<file path="config.mk">
export PLATFORM = sky130hd
export DESIGN_NAME = qr_cordic_top
export DESIGN_NICKNAME = d
export VERILOG_FILES = /design/src/common/qr_pkg.sv /design/src/common/cordic_pkg.sv /design/src/common/givens_if.sv /design/src/hw/cordic/givens_cordic.sv /design/src/hw/matrix_store.sv /design/src/hw/qr_sequencer.sv /design/src/hw/qr_cordic_top.sv
export SDC_FILE = /design/constraint.sdc
export NUM_CORES = 2
export LEC_CHECK = 0
export BUFFER_PORTS_ARGS = -buffer_cell sky130_fd_sc_hd__buf_4
export CAP_MARGIN = 30
export CORE_MARGIN = 5
export CORE_UTILIZATION = 28
export DETAILED_ROUTE_END_ITERATION = 16
export MAX_ROUTING_LAYER = met4
export PLACE_DENSITY = 0.42
export SETUP_SLACK_MARGIN = 0.2
export SYNTH_ARGS = -nofsm -noshare
export SYNTH_HDL_FRONTEND = slang
export SYNTH_SLANG_ARGS = --single-unit
export TNS_END_PERCENT = 5
</file>
<file path="constraint.sdc">
create_clock -name clk -period 14.01 [get_ports clk]
set_clock_uncertainty 0.15 [all_clocks]
set_input_delay 0.7005 -clock clk [delete_from_list [all_inputs] [get_ports clk]]
set_output_delay 0.7005 -clock clk [all_outputs]
set_load 0.005 [all_outputs]
</file>
<file path="src/common/qr_pkg.sv">
/*
 * qr_pkg: matrix geometry and control types for the QR engine
 */
package qr_pkg;

   // matrix shape
   localparam int num_rows = 8;
   localparam int num_cols = 4;

   // row and column addressing
   typedef logic [$clog2(num_rows)-1:0] row_idx_t;
   typedef logic [$clog2(num_cols)-1:0] col_idx_t;

   // sequencer states
   typedef enum logic [1:0] {
      st_idle,
      st_load,
      st_calc,
      st_out
   } state_t;

endpackage

</file>
<file path="src/common/cordic_pkg.sv">
/*
 * cordic_pkg: iteration, direction and gain definitions for the Givens CORDIC
 */
package cordic_pkg;

   // micro-rotations per operation, two per clock
   localparam int num_iter       = 8;
   localparam int iter_per_cycle = 2;

   typedef logic [$clog2(num_iter)-1:0] iter_t;
   typedef logic [num_iter-1:0]         dir_t;

   // gain correction, about 0.6074 in 1.10 fixed point
   localparam int                     k_w     = 11;
   localparam int                     k_frac  = 10;
   localparam logic signed [k_w-1:0]  k_scale = 11'sd622;

   typedef enum logic {
      mode_vector,
      mode_rotate
   } cordic_mode_t;

endpackage

</file>
<file path="src/common/givens_if.sv">
/*
 * givens_if: one Givens operation between sequencer, matrix store and CORDIC engine
 */
`timescale 1ns/10ps

interface givens_if import cordic_pkg::*; #(
   parameter int data_w = 13
) ();

   // operation request
   logic                     start;
   cordic_mode_t             mode;

   // operand pair from the store
   logic signed [data_w-1:0] op_x;
   logic signed [data_w-1:0] op_y;

   // gain-corrected results, valid with done
   logic signed [data_w-1:0] res_x;
   logic signed [data_w-1:0] res_y;
   logic                     done;

   modport seq (output start, output mode, input done);

   modport store (output op_x, output op_y, input res_x, input res_y);

   modport engine (
      input  start, input  mode, input  op_x, input  op_y,
      output res_x, output res_y, output done
   );

endinterface

</file>
<file path="src/hw/cordic/givens_cordic.sv">
/*
 * givens_cordic: folded CORDIC for Givens vectoring and rotation, two steps per clock
 */
`timescale 1ns/10ps

module givens_cordic import cordic_pkg::*; #(
   parameter int data_w = 13
) (
   input  logic     clk,
   input  logic     rst_n,
   givens_if.engine gv
);

   // two guard bits cover the CORDIC gain on a vector of two elements
   localparam int    ext_w     = data_w + 2;
   localparam iter_t last_iter = iter_t'(num_iter - iter_per_cycle);

   logic                          busy_q;
   iter_t                         iter_q;
   dir_t                          dir_q;
   cordic_mode_t                  mode_q;
   logic signed [ext_w-1:0]       x_q;
   logic signed [ext_w-1:0]       y_q;
   logic signed [ext_w-1:0]       x_s [iter_per_cycle+1];
   logic signed [ext_w-1:0]       y_s [iter_per_cycle+1];
   logic [iter_per_cycle-1:0]     d_s;
   iter_t                         sh  [iter_per_cycle];
   logic signed [ext_w+k_w-1:0]   prod_x;
   logic signed [ext_w+k_w-1:0]   prod_y;

   // micro-rotation chain for this cycle
   always_comb begin
      x_s[0] = x_q;
      y_s[0] = y_q;
      for (int k = 0; k < iter_per_cycle; k++) begin
         sh[k] = iter_q + iter_t'(k);
         // equal signs means subtract from y
         if (mode_q == mode_vector) begin
            d_s[k] = (x_s[k][ext_w-1] == y_s[k][ext_w-1]);
         end else begin
            d_s[k] = dir_q[sh[k]];
         end
         if (d_s[k]) begin
            x_s[k+1] = x_s[k] + (y_s[k] >>> sh[k]);
            y_s[k+1] = y_s[k] - (x_s[k] >>> sh[k]);
         end else begin
            x_s[k+1] = x_s[k] - (y_s[k] >>> sh[k]);
            y_s[k+1] = y_s[k] + (x_s[k] >>> sh[k]);
         end
      end
   end

   always_ff @(posedge clk or negedge rst_n) begin
      if (!rst_n) begin
         busy_q <= 1'b0;
         iter_q <= '0;
         dir_q  <= '0;
         mode_q <= mode_vector;
      end else if (gv.start) begin
         busy_q <= 1'b1;
         iter_q <= '0;
         mode_q <= gv.mode;
      end else if (busy_q) begin
         iter_q <= iter_q + iter_t'(iter_per_cycle);
         if (gv.done) begin
            busy_q <= 1'b0;
         end
         // directions kept for the rotations that follow
         if (mode_q == mode_vector) begin
            for (int k = 0; k < iter_per_cycle; k++) begin
               dir_q[sh[k]] <= d_s[k];
            end
         end
      end
   end

   always_ff @(posedge clk) begin
      if (gv.start) begin
         x_q <= ext_w'(gv.op_x);
         y_q <= ext_w'(gv.op_y);
      end else if (busy_q) begin
         x_q <= x_s[iter_per_cycle];
         y_q <= y_s[iter_per_cycle];
      end
   end

   // gain correction on the last pair of steps
   assign prod_x = x_s[iter_per_cycle] * k_scale;
   assign prod_y = y_s[iter_per_cycle] * k_scale;

   assign gv.done  = busy_q && (iter_q == last_iter);
   assign gv.res_x = data_w'(prod_x >>> k_frac);
   assign gv.res_y = data_w'(prod_y >>> k_frac);

endmodule

</file>
<file path="src/hw/matrix_store.sv">
/*
 * matrix_store: 8x4 element array with row load, operand pair access and readout
 */
`timescale 1ns/10ps

module matrix_store import qr_pkg::*; #(
   parameter int data_w = 13
) (
   input  logic                       clk,
   input  logic                       rst_n,
   input  logic                       load_en,
   input  row_idx_t                   load_row,
   input  logic [num_cols*data_w-1:0] in,
   input  row_idx_t                   row_hi,
   input  row_idx_t                   row_lo,
   input  col_idx_t                   col,
   input  logic                       wr_en,
   givens_if.store                    gv,
   input  row_idx_t                   rd_row,
   input  logic                       out_valid,
   output logic [num_cols*data_w-1:0] out
);

   logic signed [data_w-1:0] mat_q [num_rows][num_cols];

   always_ff @(posedge clk or negedge rst_n) begin
      if (!rst_n) begin
         for (int r = 0; r < num_rows; r++) begin
            for (int c = 0; c < num_cols; c++) begin
               mat_q[r][c] <= '0;
            end
         end
      end else if (load_en) begin
         // element j sits at bit j*data_w
         for (int c = 0; c < num_cols; c++) begin
            mat_q[load_row][c] <= in[c*data_w +: data_w];
         end
      end else if (wr_en) begin
         // x goes back to the upper row, y to the lower
         mat_q[row_hi][col] <= gv.res_x;
         mat_q[row_lo][col] <= gv.res_y;
      end
   end

   // operand pair for the engine
   assign gv.op_x = mat_q[row_hi][col];
   assign gv.op_y = mat_q[row_lo][col];

   always_comb begin
      for (int c = 0; c < num_cols; c++) begin
         out[c*data_w +: data_w] = out_valid ? mat_q[rd_row][c] : '0;
      end
   end

endmodule

</file>
<file path="src/hw/qr_sequencer.sv">
/*
 * qr_sequencer: schedules row loading, every Givens operation and the row readout
 */
`timescale 1ns/10ps

module qr_sequencer import qr_pkg::*, cordic_pkg::*; (
   input  logic     clk,
   input  logic     rst_n,
   input  logic     valid,
   givens_if.seq    gv,
   output logic     load_en,
   output row_idx_t load_row,
   output row_idx_t row_hi,
   output row_idx_t row_lo,
   output col_idx_t col,
   output logic     wr_en,
   output row_idx_t rd_row,
   output logic     out_valid
);

   localparam row_idx_t last_row   = row_idx_t'(num_rows - 1);
   localparam col_idx_t last_col   = col_idx_t'(num_cols - 1);
   // last pivot with columns to its right
   localparam col_idx_t last_pivot = col_idx_t'(num_cols - 2);

   state_t   state_q;
   row_idx_t beat_q;
   row_idx_t out_cnt_q;
   col_idx_t c_q;
   row_idx_t r_q;
   col_idx_t j_q;
   logic     start_q;
   logic     last_beat;
   logic     at_last_col;
   logic     at_last_pair;
   logic     last_op;

   assign load_en   = valid && (state_q == st_idle || state_q == st_load);
   assign last_beat = load_en && (beat_q == '0);

   // schedule position
   assign at_last_col  = (j_q == last_col);
   assign at_last_pair = (r_q == row_idx_t'(c_q) + row_idx_t'(1));
   assign last_op      = at_last_col && at_last_pair && (c_q == last_pivot);

   always_ff @(posedge clk or negedge rst_n) begin
      if (!rst_n) begin
         state_q <= st_idle;
      end else begin
         case (state_q)
            st_idle: if (load_en) state_q <= st_load;
            st_load: if (last_beat) state_q <= st_calc;
            st_calc: if (gv.done && last_op) state_q <= st_out;
            st_out:  if (out_cnt_q == '0) state_q <= st_idle;
            default: state_q <= st_idle;
         endcase
      end
   end

   // input rows arrive 7 first, output leaves the same way
   always_ff @(posedge clk or negedge rst_n) begin
      if (!rst_n) begin
         beat_q    <= last_row;
         out_cnt_q <= last_row;
      end else begin
         if (load_en) begin
            beat_q <= (beat_q == '0) ? last_row : beat_q - row_idx_t'(1);
         end
         if (state_q == st_out) begin
            out_cnt_q <= (out_cnt_q == '0) ? last_row : out_cnt_q - row_idx_t'(1);
         end
      end
   end

   // pivot column c, lower row r, target column j
   always_ff @(posedge clk or negedge rst_n) begin
      if (!rst_n) begin
         c_q <= '0;
         r_q <= last_row;
         j_q <= '0;
      end else if (gv.done) begin
         if (!at_last_col) begin
            j_q <= j_q + col_idx_t'(1);
         end else if (!at_last_pair) begin
            r_q <= r_q - row_idx_t'(1);
            j_q <= c_q;
         end else if (c_q != last_pivot) begin
            c_q <= c_q + col_idx_t'(1);
            r_q <= last_row;
            j_q <= c_q + col_idx_t'(1);
         end else begin
            // ready for the next matrix
            c_q <= '0;
            r_q <= last_row;
            j_q <= '0;
         end
      end
   end

   // next operation one cycle after done, first one after the last beat
   always_ff @(posedge clk or negedge rst_n) begin
      if (!rst_n) begin
         start_q <= 1'b0;
      end else begin
         start_q <= last_beat || (gv.done && !last_op);
      end
   end

   assign gv.start = start_q;
   assign gv.mode  = (j_q == c_q) ? mode_vector : mode_rotate;

   assign row_hi    = r_q - row_idx_t'(1);
   assign row_lo    = r_q;
   assign col       = j_q;
   assign wr_en     = gv.done && (state_q == st_calc);
   assign load_row  = beat_q;
   assign rd_row    = out_cnt_q;
   assign out_valid = (state_q == st_out);

endmodule

</file>
<file path="src/hw/qr_cordic_top.sv">
/*
 * qr_cordic_top: 8x4 QR decomposition by Givens rotations on one folded CORDIC
 */
`timescale 1ns/10ps

module qr_cordic_top import qr_pkg::*; #(
   parameter int data_w = 13
) (
   input  logic                       clk,
   input  logic                       rst_n,
   input  logic                       valid,
   input  logic [num_cols*data_w-1:0] in,
   output logic                       out_valid,
   output logic [num_cols*data_w-1:0] out
);

   // sequencer to store control
   logic     load_en;
   row_idx_t load_row;
   row_idx_t row_hi;
   row_idx_t row_lo;
   col_idx_t col;
   logic     wr_en;
   row_idx_t rd_row;

   givens_if #(.data_w(data_w)) givens_if_i ();

   qr_sequencer qr_sequencer_i (
      .clk       (clk),
      .rst_n     (rst_n),
      .valid     (valid),
      .gv        (givens_if_i.seq),
      .load_en   (load_en),
      .load_row  (load_row),
      .row_hi    (row_hi),
      .row_lo    (row_lo),
      .col       (col),
      .wr_en     (wr_en),
      .rd_row    (rd_row),
      .out_valid (out_valid)
   );

   matrix_store #(.data_w(data_w)) matrix_store_i (
      .clk       (clk),
      .rst_n     (rst_n),
      .load_en   (load_en),
      .load_row  (load_row),
      .in        (in),
      .row_hi    (row_hi),
      .row_lo    (row_lo),
      .col       (col),
      .wr_en     (wr_en),
      .gv        (givens_if_i.store),
      .rd_row    (rd_row),
      .out_valid (out_valid),
      .out       (out)
   );

   // shared for vectoring and rotation
   givens_cordic #(.data_w(data_w)) givens_cordic_i (
      .clk   (clk),
      .rst_n (rst_n),
      .gv    (givens_if_i.engine)
   );

endmodule

</file>
# Yosys cells after proc, flatten, opt, wreduce, memory -nomap -nowiden
# Index checks and enable logic that the tools add are counted.
totals:
  regBits: 475
  out_inout_bits: 53
  word_cells: 205
op_classes:
  multipliers: 2
  add_sub_neg: 16
  reduce_logical: 25
  muxes: 78
  n_shift: 4
  eq_ne: 15
  n_bitwise: 7
  order_cmp: 13
op_table:
  columns: ["op", "count"]
  rows:
  - ["$bwmux W416", 6]
  - ["$demux W52 S3", 6]
  - ["$mux W416", 2]
  - ["$bmux W52 S3", 3]
  - ["$mux W52", 9]
  - ["$mux W13", 10]
  - ["$mux W15", 8]
  - ["$add A15 B15 Y15", 4]
  - ["$sshr A15 B3 Y15", 4]
  - ["$sub A15 B15 Y15", 4]
  - ["$bmux W13 S2", 2]
  - ["$mul A15 B10 Y22 const B", 2]
  - ["$mux W39", 1]
  - ["$demux W13 S2", 1]
  - ["$mux W26", 1]
  - ["$bwmux W8", 2]
  - ["$ge A4 B4 Y1 const B", 4]
  - ["$not A3 Y4", 4]
  - ["$mux W3", 5]
  - ["$logic_and A1 B1 Y1", 14]
  - ["$mux W2", 7]
  - ["$lt A4 B1 Y1 const B", 3]
  - ["$mux W1", 10]
  - ["$sub A3 B1 Y3 const B", 3]
  - ["29 further kinds", 45]

# Depth between registers and ports, before layout
depth:
  ltp_word: 12
  mapped_depth: 62
  depth_no_buf: 54

# Hierarchy
# From an unflattened synthesis, not the netlist that was laid out.
unflattened:
  cells_unflattened: 4174
  hier_area_um2: 44044.7
modules_own_cells:
  columns: ["module", "cells_each", "area_each_um2", "seq_area_each_um2", "instances"]
  rows:
  - ["matrix_store", 2603, 30245.3, 10410.0, 1]
  - ["givens_cordic", 1464, 12803.5, 1201.2, 1]
  - ["qr_sequencer", 107, 996.0, 411.6, 1]

# Worst setup path after synthesis
# OpenSTA, ideal clock, no wires.
synth_timing:
  kind: "reg2reg"
  start: "register givens_cordic_i.iter_q[2]"
  end: "register matrix_store_i.mat_q[311] (netlist bit)"
  slack_ps: 229
  path_stages_with_launch: 54
  t_arrival_ps: 13544
  synth_period_minus_slack_ps: 13781
  required_time_ps: 13774
  cell_sequence: "dfrtp_1 > buf_4 > buf_6 > buf_2 > buf_4 > clkbuf_1 > buf_1 > mux2_2 > a21oi_1 > ha_1 > inv_1 > a2111o_1 > o21ai_0 > xor2_1 > ha_1 > clkbuf_1 > a21o_1 > a21oi_1 > (+18 left out) > inv_1 > fa_1 > fa_1 > fa_1 > ha_1 > a21oi_1 > o21ai_0 > a21o_1 > a21oi_1 > o221a_2 > nand2_1 > and3_1 > o21ai_0 > or3b_1 > a311o_1 > buf_4 > buf_6 > o221ai_2"
synth_via:
  elab_chain_cells: 12
  elab_cells_between_ends: 34
synth_rtl:
  columns: ["item", "line_no", "rtl"]
  rows:
  - ["start, declared", "givens_cordic.sv:19", "iter_t iter_q;"]
  - ["start signal, assigned", "givens_cordic.sv:64", "iter_q <= iter_q + iter_t'(iter_per_cycle);"]
  - ["parallel branches: the longest is 12 deep, another holds $mul A15 B10 Y22", null, null]
  - ["end signal, assigned by index", "matrix_store.sv:36", "mat_q[load_row][c] <= in[c*data_w +: data_w];"]
  - ["end signal, assigned by index", "matrix_store.sv:40", "mat_q[row_hi][col] <= gv.res_x;"]
  - ["end signal, assigned by index", "matrix_store.sv:41", "mat_q[row_lo][col] <= gv.res_y;"]
  - ["end, declared", "matrix_store.sv:24", "logic signed [data_w-1:0] mat_q [num_rows][num_cols];"]
# Several ways; the timed one is not identified. The select of a mux whose other input is x is not followed.
# A chain may end at the register's enable or synchronous reset.

# Worst setup path after layout
layout_timing:
  start: "register givens_cordic_i.iter_q[1]"
  end: "register matrix_store_i.mat_q[207] (netlist bit)"
# The elaborated chain is that of the path after synthesis.

==> flow_metrics.env <==
export IMPL_rows=148
export IMPL_synth_top_area_share_pct=23.6
export IMPL_hold_violations=0
export IMPL_grt_pass1_wl_mm=368
export IMPL_clockRootBuffer="clkbuf_16"
export IMPL_dpl_hpwl_mm=170
export IMPL_finalSetupViolCount=0
export IMPL_synthArstFlopShare_pct=93.7
export IMPL_fin_crit_sh_pct=93.0
export IMPL_cts_path_max_buffers=3
export IMPL_synth_nets=5937
export IMPL_overflow=0
export IMPL_die_w_um=416
export IMPL_synth_top_family_by_area="compound AO/OA/AOI/OAI gates"
export IMPL_path_class="reg2reg"
export IMPL_slowest_delay_ns=0.59
export IMPL_synth_compound_area_share_pct=29.4
export IMPL_synth_area_um2=46000
export IMPL_synth_flop_cell="dfrtp_1"
export IMPL_antenna_left=0
export IMPL_cts_tree="built"
export IMPL_gp_congestion=0.937
export IMPL_worst_slew_pin_slew_ns=1.10
export IMPL_yosys_area_share_simple_pct=13.4
export IMPL_critPathLaunchType="flop"
export IMPL_ys_ff_latch=474
export IMPL_numCtsBuffers=69
export IMPL_initial_core_util_pct=28.2
export IMPL_yosys_area_top_type="dfrtp_1"
export IMPL_seq_area_frac_synth_pct=26.1
export IMPL_synthXorXnorAreaFrac_pct=2.53
export IMPL_layout_min_cycle_time_ns=13.03
export IMPL_drt_initial_drc_count=6886
export IMPL_setup_tns_final_ns=0
export IMPL_clock_sinks=474
export IMPL_vias=49332
export IMPL_cts_max_level=3
export IMPL_synth_area_leaders="dfrtp_1 24%, mux4_2 7.2%, a21oi_1 7.2%"
export IMPL_max_freq_ghz=0.0767
export IMPL_wl_per_cell_um=34.3
export IMPL_area_growth_pct=13.6
export IMPL_dieArea_um2=173000
export IMPL_synthMuxAreaShare_pct=11.5
export IMPL_holdCritPathClass="in2reg"
export IMPL_vias_per_cell=6.47
export IMPL_avgSynthCellArea_um2=8.26
export IMPL_netlist_instances=5571
export IMPL_cap_violations=0
export IMPL_cp_required_ns=14.44
export IMPL_antenna_found_initial=18
export IMPL_cp_max_fo=23
export IMPL_clock_latency_ns=0.72
export IMPL_endpoint_kind="flop"
export IMPL_drt_pre_antenna_iters=6
export IMPL_rsz0062_at_grt="no"
export IMPL_synth_cell_types=95
export IMPL_grt_max_degree=135
export IMPL_gr_usage_all_layers_pct=29.9
export IMPL_yosysWarningCount=0
export IMPL_grt_pass1_vias=46972
export IMPL_drive_above_1_share_pct=14.3
export IMPL_outcome="finished, final reports clean"
export IMPL_routed_wl_mm=261
export IMPL_core_um2=163000
export IMPL_cts_clk_slew_worst_paths_ns=0.06
export IMPL_drv_slew=0
export IMPL_die_y_um=416
export IMPL_synth_edf_count=30
export IMPL_synth_adder_area_share_pct=10.2
export IMPL_finalNetCount=5743
export IMPL_port_buffer_count=107
export IMPL_relSlewSlack_pct=26.5
export IMPL_ioPinCount=108
export IMPL_cp_data_arrival_time_ns=13.47
export IMPL_route_detailed_drc=0
export IMPL_crit_slowest_cell="mux4_2"
final cells by class:
| class | instances | area, µm² |
|---|---|---|
| fillers | 17154 | 111000 |
| multi-input cells | 4267 | 31500 |
| flip-flops and latches | 474 | 12100 |
| repair buffers | 337 | 2830 |
| well taps | 2175 | 2720 |
| clock buffers | 99 | 1990 |
| inverters | 228 | 858 |
| clock inverters | 27 | 240 |
| diodes | 19 | 47.5 |
state kept, by name (all words and copies together) (netlist names), 3 cells and up:
signal / cells
matrix_store_i.mat_q: 416
qr_sequencer_i.load_row: 3
qr_sequencer_i.rd_row: 3
qr_sequencer_i.row_lo: 3
givens_cordic_i.x_q: 15
givens_cordic_i.dir_q: 8
givens_cordic_i.y_q: 15
timing repair:
item | CTS | global route
resized for setup | 0 | 7
endpoints found under the hold margin | 82 | 0
hold buffers | 1 | 0
buffers inserted | 0 | 2
endpoints found under the setup margin | 0 | 167
cell usage in the layout, fill, tap and decap left out, drive strengths merged, types with 39 or more instances in the layout:
| cell type | Yosys | routed |
|---|---|---|
| o221ai | 62 | 62 |
| a21oi | 658 | 658 |
| buf | 136 | 335 |
| o22ai | 327 | 327 |
| nor3 | 79 | 79 |
| mux2i | 159 | 159 |
| nor2b | 98 | 98 |
| nand2 | 396 | 396 |
| ha | 202 | 202 |
| dfrtp | 435 | 435 |
| mux4 | 147 | 147 |
| o21ai | 243 | 243 |
| xor2 | 50 | 50 |
| fa | 109 | 109 |
| a31oi | 149 | 149 |
| inv | 227 | 233 |
| clkbuf | 466 | 100 |
| a221oi | 39 | 39 |
| nand3 | 104 | 104 |
| a22oi | 398 | 398 |
| xnor2 | 78 | 78 |
| nor2 | 520 | 520 |
cell families (layout without fill, tap and decap cells):
kind of cell	after synthesis	in the layout
multiplexers	339	339
XOR/XNOR	130	130
other	0	19
adder cells (fa/ha/maj)	311	311
buffers and inverters	830	691
flip-flops	474	474
AND/OR/NAND/NOR	1369	1369
AO/OA/AOI/OAI	2118	2118
per-layer routing:
| layer | share of wire [%] | track usage (%) | vias to the layer above |
|---|---|---|---|
| met5 | 0 | - | - |
| met4 | 6.9 | 17.0 | 0 |
| met3 | 11 | 7.18 | 860 |
| met2 | 43 | 43.0 | 3314 |
| met1 | 40 | 38.3 | 24623 |
| li1 | - | - | 20535 |
cell usage after synthesis (all sizes together) (78+ instances only):
master / number
nor2: 520
fa: 109
a21oi: 658
nand2: 396
a22oi: 398
inv: 227
nor2b: 98
dfrtp: 435
o21ai: 243
a31oi: 149
clkbuf: 466
xnor2: 78
nor3: 79
mux4: 147
mux2i: 159
o22ai: 327
ha: 202
buf: 136
nand3: 104
path summary, 6_finish.rpt:
kind	from	end	slack (ns)	depth (start not counted)
min in group asynchronous	rst_n	matrix_store_i.mat_q[47]	0.50	2
max in group asynchronous	rst_n	matrix_store_i.mat_q[166]	10.15	5
setup reg to reg	givens_cordic_i.iter_q[1]	matrix_store_i.mat_q[207]	0.98	46
setup / recovery	givens_cordic_i.iter_q[1]	matrix_store_i.mat_q[207]	0.98	46
hold reg to reg	givens_cordic_i.dir_q[4]	givens_cordic_i.dir_q[4]	0.33	2
hold / removal	in[51]	matrix_store_i.mat_q[376]	0.20	3
worst max-delay path: cells and delay by family, from the launching register on:
kind                     cells  cell delay [ns]
AO/OA/AOI/OAI               13             2.94
flip-flops                   1             0.56
AND/OR/NAND/NOR             10             2.07
adder cells (fa/ha/maj)      9             3.50
buffers and inverters        6             0.88
XOR/XNOR                     6             1.62
multiplexers                 2             1.17
metrics by stage:
| step | instance area, µm² | instances | hold WS [ns] | setup WS [ns] | utilization (%) |
|---|---|---|---|---|---|
| floorplan | 46000 | 5571 | 0.255 | 0.229 | - |
| global placement | 49500 | 7454 | 0.312 | 0.264 | 30.4 |
| detailed placement | 49800 | 7470 | 0.320 | 0.331 | 30.5 |
| CTS | 52100 | 7597 | 0.151 | 0.214 | 31.9 |
| global route | 52300 | 7623 | 0.201 | 0.231 | 32.0 |
| finish | 52300 | 7626 | 0.197 | 0.977 | 32.0 |
Power is not shown: default switching activity piles up to over one toggle a cycle in this logic, so the estimate is an artifact.
